**config.mk**
```make
export PLATFORM = sky130hd
export DESIGN_NAME = port_decode_flat
export DESIGN_NICKNAME = d
export VERILOG_FILES = /design/src/design/mem_cfg_pkg.sv /design/src/design/mem_req_if.sv /design/src/design/port_decode.sv /design/src/flat_wrapper.sv
export SDC_FILE = /design/constraint.sdc
export NUM_CORES = 1
export LEC_CHECK = 0
export BUFFER_PORTS_ARGS = -buffer_cell sky130_fd_sc_hd__buf_2
export CORE_ASPECT_RATIO = 0.6
export CORE_MARGIN = 1
export CORE_UTILIZATION = 36
export DETAILED_ROUTE_END_ITERATION = 8
export PLACE_DENSITY_LB_ADDON = 0.05
export SETUP_SLACK_MARGIN = 0.05
export SYNTH_ARGS = -nofsm -noshare
export SYNTH_HDL_FRONTEND = slang
export SYNTH_SLANG_ARGS = --single-unit
```
**constraint.sdc**
```tcl
create_clock -name ACLK -period 2.8 [get_ports ACLK]
set_input_delay 0.14 -clock ACLK [delete_from_list [all_inputs] [get_ports ACLK]]
set_output_delay 0.14 -clock ACLK [all_outputs]
set_load 0.05 [all_outputs]
```
**src/design/mem_cfg_pkg.sv**
```systemverilog
/* Memory bridge configuration
   Address and data widths, memory depth and the word types shared by the bridge */
package mem_cfg_pkg;

  localparam int ADDR_W      = 32;
  localparam int DATA_W      = 32;
  localparam int STRB_W      = DATA_W / 8;
  // Byte offset inside one word
  localparam int OFFSET_BITS = 2;
  localparam int MEM_WORDS   = 256;
  localparam int WORD_ADDR_W = 8;

  typedef logic [ADDR_W-1:0]      addr_t;
  typedef logic [DATA_W-1:0]      word_t;
  typedef logic [STRB_W-1:0]      strb_t;
  typedef logic [WORD_ADDR_W-1:0] word_addr_t;

endpackage

```
**src/design/mem_req_if.sv**
```systemverilog
/* Memory request bundle
   One offered access from a port and the grant returned by the access unit */
`timescale 1ns/1ps

interface mem_req_if;
  import mem_cfg_pkg::*;

  logic       req_valid;
  logic       req_write;
  word_addr_t req_addr;
  word_t      req_wdata;
  strb_t      req_strb;
  // Address was misaligned or out of range
  logic       req_err;
  logic       grant;

  modport requester (
    output req_valid, req_write, req_addr, req_wdata, req_strb, req_err,
    input  grant
  );

  modport server (
    input  req_valid, req_write, req_addr, req_wdata, req_strb, req_err,
    output grant
  );

endinterface

```
**src/design/port_decode.sv**
```systemverilog
/* Port decode stage
   Holds one write and one read request per port and offers one per cycle */
`timescale 1ns/1ps

module port_decode (
  input  logic               ACLK,
  input  logic               ARESETn,
  input  mem_cfg_pkg::addr_t awaddr_i,
  input  logic               awvalid_i,
  output logic               awready_o,
  input  mem_cfg_pkg::word_t wdata_i,
  input  mem_cfg_pkg::strb_t wstrb_i,
  input  logic               wvalid_i,
  output logic               wready_o,
  input  mem_cfg_pkg::addr_t araddr_i,
  input  logic               arvalid_i,
  output logic               arready_o,
  input  logic               wr_busy_i,
  input  logic               rd_busy_i,
  mem_req_if.requester       req
);
  import mem_cfg_pkg::*;

  logic       wr_full;
  word_addr_t wr_addr;
  word_t      wr_data;
  strb_t      wr_strb;
  logic       wr_err;
  logic       rd_full;
  word_addr_t rd_addr;
  logic       rd_err;
  logic       pref_read;
  logic       stall_q;
  logic       stall_write_q;
  logic       wr_accept;
  logic       rd_accept;
  logic       wr_offer;
  logic       rd_offer;
  logic       pick_write;

  // Misaligned, or beyond the last byte of the array
  function automatic logic addr_bad(addr_t a);
    return (|a[OFFSET_BITS-1:0]) || (a >= addr_t'(MEM_WORDS * STRB_W));
  endfunction

  function automatic word_addr_t word_index(addr_t a);
    return a[OFFSET_BITS +: WORD_ADDR_W];
  endfunction

  // ----------------------------------------------------------
  // Request capture
  // ----------------------------------------------------------
  // AW and W are taken together, only into an empty slot
  assign wr_accept = awvalid_i & wvalid_i & ~wr_full;
  assign awready_o = wr_accept;
  assign wready_o  = wr_accept;
  assign arready_o = ~rd_full;
  assign rd_accept = arvalid_i & ~rd_full;

  always_ff @(posedge ACLK or negedge ARESETn)
  begin
    if (!ARESETn)
    begin
      wr_full       <= 1'b0;
      rd_full       <= 1'b0;
      pref_read     <= 1'b0;
      stall_q       <= 1'b0;
      stall_write_q <= 1'b0;
    end
    else
    begin
      pref_read     <= ~pref_read;
      stall_q       <= req.req_valid & ~req.grant;
      stall_write_q <= pick_write;
      if (wr_accept)
        wr_full <= 1'b1;
      else if (req.grant && pick_write)
        wr_full <= 1'b0;
      if (rd_accept)
        rd_full <= 1'b1;
      else if (req.grant && !pick_write)
        rd_full <= 1'b0;
    end
  end

  always_ff @(posedge ACLK)
  begin
    if (wr_accept)
    begin
      wr_addr <= word_index(awaddr_i);
      wr_data <= wdata_i;
      wr_strb <= wstrb_i;
      wr_err  <= addr_bad(awaddr_i);
    end
    if (rd_accept)
    begin
      rd_addr <= word_index(araddr_i);
      rd_err  <= addr_bad(araddr_i);
    end
  end

  // ----------------------------------------------------------
  // Offer to the access unit
  // ----------------------------------------------------------
  assign wr_offer = wr_full & ~wr_busy_i;
  assign rd_offer = rd_full & ~rd_busy_i;

  // A refused request keeps its kind until it is granted
  assign pick_write = stall_q ? stall_write_q
                              : (wr_offer & (~pref_read | ~rd_offer));

  assign req.req_valid = wr_offer | rd_offer;
  assign req.req_write = pick_write;
  assign req.req_addr  = pick_write ? wr_addr : rd_addr;
  assign req.req_wdata = wr_data;
  assign req.req_strb  = wr_strb;
  assign req.req_err   = pick_write ? wr_err : rd_err;

endmodule

```
**src/flat_wrapper.sv**
```systemverilog
// flat-port wrapper written by rule: the top's interface ports become plain ports
module port_decode_flat import mem_cfg_pkg::*;
  (ACLK, ARESETn, awaddr_i, awvalid_i, awready_o, wdata_i, wstrb_i, wvalid_i, wready_o, araddr_i, arvalid_i, arready_o, wr_busy_i, rd_busy_i, req_req_valid, req_req_write, req_req_addr, req_req_wdata, req_req_strb, req_req_err, req_grant);
  mem_req_if req_i ();
  input  logic ACLK;
  input  logic ARESETn;
  input  mem_cfg_pkg::addr_t awaddr_i;
  input  logic awvalid_i;
  output logic awready_o;
  input  mem_cfg_pkg::word_t wdata_i;
  input  mem_cfg_pkg::strb_t wstrb_i;
  input  logic wvalid_i;
  output logic wready_o;
  input  mem_cfg_pkg::addr_t araddr_i;
  input  logic arvalid_i;
  output logic arready_o;
  input  logic wr_busy_i;
  input  logic rd_busy_i;
  output wire logic [$bits(req_i.req_valid)-1:0] req_req_valid;
  output wire logic [$bits(req_i.req_write)-1:0] req_req_write;
  output wire logic [$bits(req_i.req_addr)-1:0] req_req_addr;
  output wire logic [$bits(req_i.req_wdata)-1:0] req_req_wdata;
  output wire logic [$bits(req_i.req_strb)-1:0] req_req_strb;
  output wire logic [$bits(req_i.req_err)-1:0] req_req_err;
  input wire logic [$bits(req_i.grant)-1:0] req_grant;
  assign req_req_valid = req_i.req_valid;
  assign req_req_write = req_i.req_write;
  assign req_req_addr = req_i.req_addr;
  assign req_req_wdata = req_i.req_wdata;
  assign req_req_strb = req_i.req_strb;
  assign req_req_err = req_i.req_err;
  assign req_i.grant = req_grant;
  port_decode u_core (.ACLK(ACLK), .ARESETn(ARESETn), .awaddr_i(awaddr_i), .awvalid_i(awvalid_i), .awready_o(awready_o), .wdata_i(wdata_i), .wstrb_i(wstrb_i), .wvalid_i(wvalid_i), .wready_o(wready_o), .araddr_i(araddr_i), .arvalid_i(arvalid_i), .arready_o(arready_o), .wr_busy_i(wr_busy_i), .rd_busy_i(rd_busy_i), .req(req_i));
endmodule
```
==> results of run 1 <==
cells in the final DEF, fill, tap and decap left out, drive strengths merged, types with 2 or more instances in the layout:
master,n
buf,160
edfxtp,54
dlygate4sd3,53
nor4,12
clkbuf,9
mux2,9
dfrtp,5
clkinv,4
inv,3
nand3,3
and4,2
nor2,2
cell type report:
| type | count | area share (%) |
|---|---|---|
| timing repair buffer | 213 | 36.1 |
| sequential | 59 | 46.7 |
| clock buffer | 9 | 3.31 |
| multi-input combinational | 39 | 9.30 |
| clock inverter | 6 | 1.54 |
| tap | 80 | 2.68 |
| inverter | 3 | 0.301 |
critical path, stage by stage (launching register included):
cell and delay (ns):
dfrtp_1 0.42, nor3b_2 0.18, a22oi_2 0.14, buf_4 0.26, mux2_2 0.36, buf_2 0.21
state kept, by name (all words and copies together), names as in the netlist, 4 cells and up:
register,flops
u_core.rd_addr,8
u_core.req.req_strb,4
u_core.req.req_wdata,32
u_core.wr_addr,8
power by group:
part           internal, mW  leakage (nW)  switching, mW  total (mW)
Combinational         0.274          1.01          0.524       0.798
Clock                 0.399        0.0946          0.301       0.700
Sequential             1.08         0.547         0.0418        1.12
cells by family after synthesis:
group                  synth area share [%]
DFF                                    82.5
and+or+nand+nor                        8.33
muxes                                  6.21
buffers and inverters                  1.42
AOI/OAI and AO/OA                      1.54
metrics by stage:
step                      setup slack (ns)  hold WS (ns)  area, sq um  instances
after detailed placement              1.11       -0.0365         3030        341
after CTS                            0.750       0.00154         3740        409
after floorplan                      0.242        -0.156         2120        103
after global routing                 0.704        0.0343         3740        409
after global placement                1.14       -0.0359         3030        341
final                                0.776        0.0243         3740        409
layer usage:
layer	track usage (%)	vias to the layer above	routed length, um
li1	-	858	-
met5	0	-	0
met3	7.04	2	348
met4	5.18	0	13
met1	20.0	765	2230
met2	29.1	65	2520
cells in the mapped netlist, drive strengths merged:
cell	n	area share [%]
buf	2	0.89
edfxtp	54	77
nand3	3	0.71
dfrtp	5	5.9
inv	3	0.53
a31o	1	0.41
mux2	9	6.2
nand2	1	0.18
and4	2	0.83
or2b	1	0.35
o21ai	1	0.24
a22oi	1	0.59
nand4bb	1	0.53
nor3b	1	0.59
nor2b	1	0.30
nand3b	1	0.53
a31oi	1	0.30
nor2	2	0.35
and2b	1	0.41
nor4	12	3.5
worst paths after layout:
| check | start | endpoint | cells past startpoint |
|---|---|---|---|
| worst min-delay path | req_grant | u_core.stall_q | 2 |
| worst max-delay path | u_core.wr_full | req_req_err | 5 |
| min in group asynchronous | ARESETn | u_core.pref_read | 2 |
| worst max register to register | u_core.wr_full | u_core.req.req_wdata[23] | 2 |
| max in group asynchronous | ARESETn | u_core.stall_write_q | 2 |
| worst min register to register | u_core.pref_read | u_core.pref_read | 1 |
what timing repair did:
action / CTS / global route
setup endpoints to repair: 0 / 0
hold buffers: 53 / 0
endpoints found under the hold margin: 57 / 0
==> metrics.md, run 1 <==
| Metric | Value |
|---|---|
| CTS tree | `done` |
| Post-Syn Instances | `roughly 100` |
| #FFs+latches synth | `just under 60` |
| Core area | `approximately 5600 sq um` |
| Worst VDD drop | `0.000465 V` |
| Die area | `6200 sq um` |
| Reg2Reg Setup Slack | `about 1.3 ns` |
| Pwr per Cell Area | `roughly 700 nW/um^2` |
| RSZ-0062 raised after global routing | `no` |
| WL per Instance | `about 13 um` |
| Yosys cell types | `22` |
| Fin crit period | `between 2 and 2.5 ns` |
| Initial Util | `~38%` |
| Multi-input logic area | `348 sq um` |
| CP required | `between 2 and 3 ns` |
| Pre-Repair DR Iteration Count | `4` |
| Synth warn | `0` |
| Nets | `433` |
| Post-synthesis sequential area ratio | `roughly 83%` |
| GRT Overall Usage | `between 10% and 20%` |
| Post-DP HPWL | `between 3 and 4 mm` |
| Status | `complete, no violations` |
| Slew margin rel. | `between 60 and 70%` |
| Util after Layout | `66.5%` |
| Setup Crit Path Kind | `flip-flop to output port` |
| Crit end category | `output port` |
| Final setup fails | `0` |
| Die Ht | `about 61 um` |
| Worst-path clk slew | `0.06 ns` |
| Sequential cell area | `between 1500 and 2000 sq um` |
| Syn_nets | `approximately 210` |
| Die Wd | `101 um` |
| Skew-Pair Late Insertion Delay | `0.32 ns` |
| # fillers | `between 400 and 500` |
| Area added between synthesis and finish | `76.6%` |
| Antenna cells | `0` |
| Setup TNS | `0 ns` |
| Critical Path AT | `about 1.9 ns` |
| Post-CTS setup buffers | `0` |
| Synthesized cell area | `about 2100 sq um` |
| Crit start category | `flip-flop` |
| Final hold vios | `0` |
| Sink Count | `59` |
| Fmax | `around 490 MHz` |
| Antenna violations before repair | `0` |
| Vias in the first global route | `1610` |
| Via count | `between 1500 and 2000` |
| Placer's final routability congestion estimate | `between 0.7 and 0.8` |
| Final WL | `around 5.1 mm` |
| Largest net degree at the start of global routing | `21` |
| Worst-path maximum fanout | `11` |
| Final ANT Viol Nets | `0` |
| Vias per cell | `approximately 4.1` |
| Root buf cell | `clkbuf_8` |
| Total CTS buffers | `9` |
| Layout Skew | `~0.0051 ns` |
| Clk buf depth | `2` |
| Remaining global-route overflow | `0` |
| Max_cap viols | `0` |
| Part of the cycle the worst path needs | `around 72%` |
| # DRC | `0` |
| Tot Pwr | `2.62 mW` |
| Hold Path Class | `primary input to flip-flop` |
| Post_cts resized | `0` |
| CTS H-tree lvls | `3` |
| # rows | `21` |
| Pleak | `about 1.7 nW` |
| Fin. max-slew vios | `0` |
| Port Buffers | `approximately 160` |
| Io pins | `roughly 160` |
| Worst Tran Pin Value | `0.581 ns` |
| Layout cells sized above 1 | `roughly 58%` |
| First-pass GRT wire length | `7.52 mm` |
| DRT iter0 DRCs | `between 50 and 60` |
| Syn avg cell area | `roughly 21 sq um` |
Note: power is estimated with default switching activity, not from simulation.
==> run 2: changes to the inputs <==
==> constraint.sdc (replaced) <==
create_clock -name ACLK -period 1.7 [get_ports ACLK]
set_input_delay 0.085 -clock ACLK [delete_from_list [all_inputs] [get_ports ACLK]]
set_output_delay 0.085 -clock ACLK [all_outputs]
set_load 0.05 [all_outputs]
==> run 2 against run 1 <==
Effect of this change: register-to-register slack lost 0.88 ns; global-route usage rose by 1.0 points; the run now ends with setup timing left; highest routed layer unchanged; power increased by 65%; largest power group unchanged.
==> metrics.md, run 2 (synthesis results as in run 1) <==
| Metric | Value |
|---|---|
| Worst Tran Pin Value | `0.249 ns (-0.332 ns)` |
| RSZ-0062 raised after global routing | `yes` |
| Max FFs per register | `32 (unchanged)` |
| Final setup fails | `9 (+9)` |
| Final ANT Viol Nets | `0 (unchanged)` |
| Via count | `1754 (+3.8%)` |
| Worst-path maximum fanout | `6 (-5)` |
| Setup ws final | `-0.0614 ns (-0.837 ns)` |
| Layout cells sized above 1 | `57.1% (-0.69 points)` |
| Post-DP HPWL | `3.61 mm (+0.54%)` |
| Pwr per Cell Area | `1120 nW/um^2 (+60%)` |
| Pre-Repair DR Iteration Count | `3 (-1)` |
| Hold path endpoint | `u_core.rd_full` |
| Cell Chain, Critical Path | `nor3b_4 > a22oi_2 > buf_6 > mux2_4 > buf_8` |
| Core area | `5620 sq um (unchanged)` |
| CP bufs+invs | `2 (unchanged)` |
| Final WL | `5.52 mm (+7.9%)` |
| GRT Overall Usage | `17.9% (+1.0 points)` |
| CP delay by family, top | `flip-flops` |
| RR Endpoint | `u_core.wr_full` |
| Area added between synthesis and finish | `81.3%` |
| Fmax | `568 MHz` |
| Hold Path Class | `primary input to flip-flop` |
| Placer's final routability congestion estimate | `0.757 (+7.7%)` |
| Hold path start | `arvalid_i` |
| Remaining global-route overflow | `0 (unchanged)` |
| CP max-delay cell | `dfrtp_1` |
| Setup Crit Path Kind | `flip-flop to output port` |
| Critical Path AT | `1.68 ns (-0.20 ns)` |
| Layout Skew | `0.00498 ns (-0.0000748 ns)` |
| Antenna cells | `0 (unchanged)` |
| CTS tree | `done` |
| Max_cap viols | `0 (unchanged)` |
| Fin. max-slew vios | `0 (unchanged)` |
| Worst path max stage delay | `0.38 ns (-0.04 ns)` |
| Worst-path clk slew | `0.06 ns (about the same)` |
| First-pass GRT wire length | `7.94 mm (+5.5%)` |
| Crit end category | `output port` |
| Vias per cell | `4.25 (+2.8%)` |
| R2R Path Start | `u_core.wr_full` |
| Total CTS buffers | `9 (unchanged)` |
| Fin crit period | `1.76 ns` |
| Port Buffers | `157 (unchanged)` |
| Die Ht | `61.4 um (unchanged)` |
| Die Wd | `101 um (unchanged)` |
| Clk buf depth | `2 (unchanged)` |
| Part of the cycle the worst path needs | `104%` |
| Vias in the first global route | `1669 (+3.7%)` |
| Antenna violations before repair | `0 (unchanged)` |
| Final hold vios | `0 (unchanged)` |
| Pleak | `1.69 nW (+2.4%)` |
| Io pins | `158 (unchanged)` |
| Hold path depth | `3 (+1)` |
| Slew margin rel. | `83.2% (+22 points)` |
| Worst VDD drop | `0.000576 V (+24%)` |
| Largest net degree at the start of global routing | `27 (+29%)` |
| Reg2Reg Setup Slack | `0.41 ns (-0.88 ns)` |
| DRT iter0 DRCs | `55 (-1.8%)` |
| # DRC | `0 (unchanged)` |
| Commonest non-fill, non-tap cells in the layout | `buf_2, dlygate4sd3_1, edfxtp_1` |
| Status | `finished, violations left` |
| Nets | `437 (+0.92%)` |
| Tot Pwr | `4.32 mW (+65%)` |
| WL per Instance | `13.4 um (+6.9%)` |
| R2r worst-path depth | `4 (+2)` |
| Util after Layout | `68.3% (+1.8 points)` |
| Violated checks | `setup timing` |
| Crit start category | `flip-flop` |
| CP required | `1.62 ns (-1.04 ns)` |
| CTS H-tree lvls | `3 (unchanged)` |
| # rows | `21 (unchanged)` |
| Skew-Pair Late Insertion Delay | `0.32 ns (about the same)` |
| Sink Count | `59 (unchanged)` |
| Initial Util | `37.7% (unchanged)` |
| Die area | `6200 sq um (unchanged)` |
| Root buf cell | `clkbuf_8` |
| # fillers | `441 (-0.23%)` |
| Commonest non-fill, non-tap cell in the layout | `buf_2` |
## run 2: cell types whose count changed in the layout (fill, tap and decap cells not counted), moves of 2 or more
cell / before / now
buf_2: 157 / 145
buf_4: 2 / 4
buf_6: 0 / 9
buf_8: 0 / 3
clkinv_1: 0 / 3
clkinv_2: 4 / 2
## run 2: worst max path at each step
| stage | start | endpoint | slack (ns) | depth (start not counted) |
|---|---|---|---|---|
| after detailed placement | u_core.wr_full | req_req_err | 0.19 | 5 |
| after CTS | u_core.wr_full | req_req_addr[4] | -0.08 | 5 |
| after global routing | u_core.wr_full | req_req_addr[4] | -0.15 | 5 |
| after global placement | u_core.wr_full | req_req_err | 0.19 | 5 |
| final | u_core.wr_full | req_req_addr[6] | -0.06 | 5 |
| after floorplan | u_core.wr_full | u_core.req.req_strb[0] | -0.03 | 1 |
## run 2: cell type report
cell class	instances	area [sq um]	area share [%]
clock buffer	10	128	3.32
clock inverter	5	21.3	0.554
inverter	3	11.3	0.293
multi-input combinational	39	362	9.42
sequential	59	1750	45.5
tap	80	100	2.61
timing repair buffer	217	1470	38.3
## run 2: report_power, final
group | internal (mW) | switching (mW) | leakage, nW | total, mW
clock | 0.500 | 0.482 | 0.0784 | 0.982
sequential | 1.78 | 0.0551 | 0.547 | 1.84
combinational | 0.593 | 0.907 | 1.07 | 1.50
## run 2: per-stage QoR
stage	area, sq um	hold WS, ns	worst slack, ns	setup TNS [ns]	instances
final	3840	0.0343	-0.0614	-0.488	413
after global routing	3840	0.0392	-0.147	-1.21	413
after CTS	3820	0.0196	-0.0794	-0.652	413
after detailed placement	3050	-0.0900	0.195	0	343
after global placement	3050	-0.0913	0.195	0	343
after floorplan	2130	-0.211	-0.0346	-1.56	103
## run 2: tightest hold or removal path, cell delays in order
cell,delay (ns)
buf_2,0.10
nor2_1,0.08
a31oi_1,0.04
## run 2: repair_timing
action | CTS | global route
pin swaps | 1 | 0
hold buffers | 54 | 0
setup buffers | 1 | 0
gates resized for setup | 23 | 7
hold endpoints to repair | 59 | 0
endpoints found under the setup margin | 10 | 11
## run 2: layer usage
metal,up-vias,share of wire [%],GRT usage (%)
met5,-,0,0
met4,0,0.42,6.83
met3,2,8.4,8.85
met2,70,50,30.4
met1,816,41,20.1
li1,866,-,-
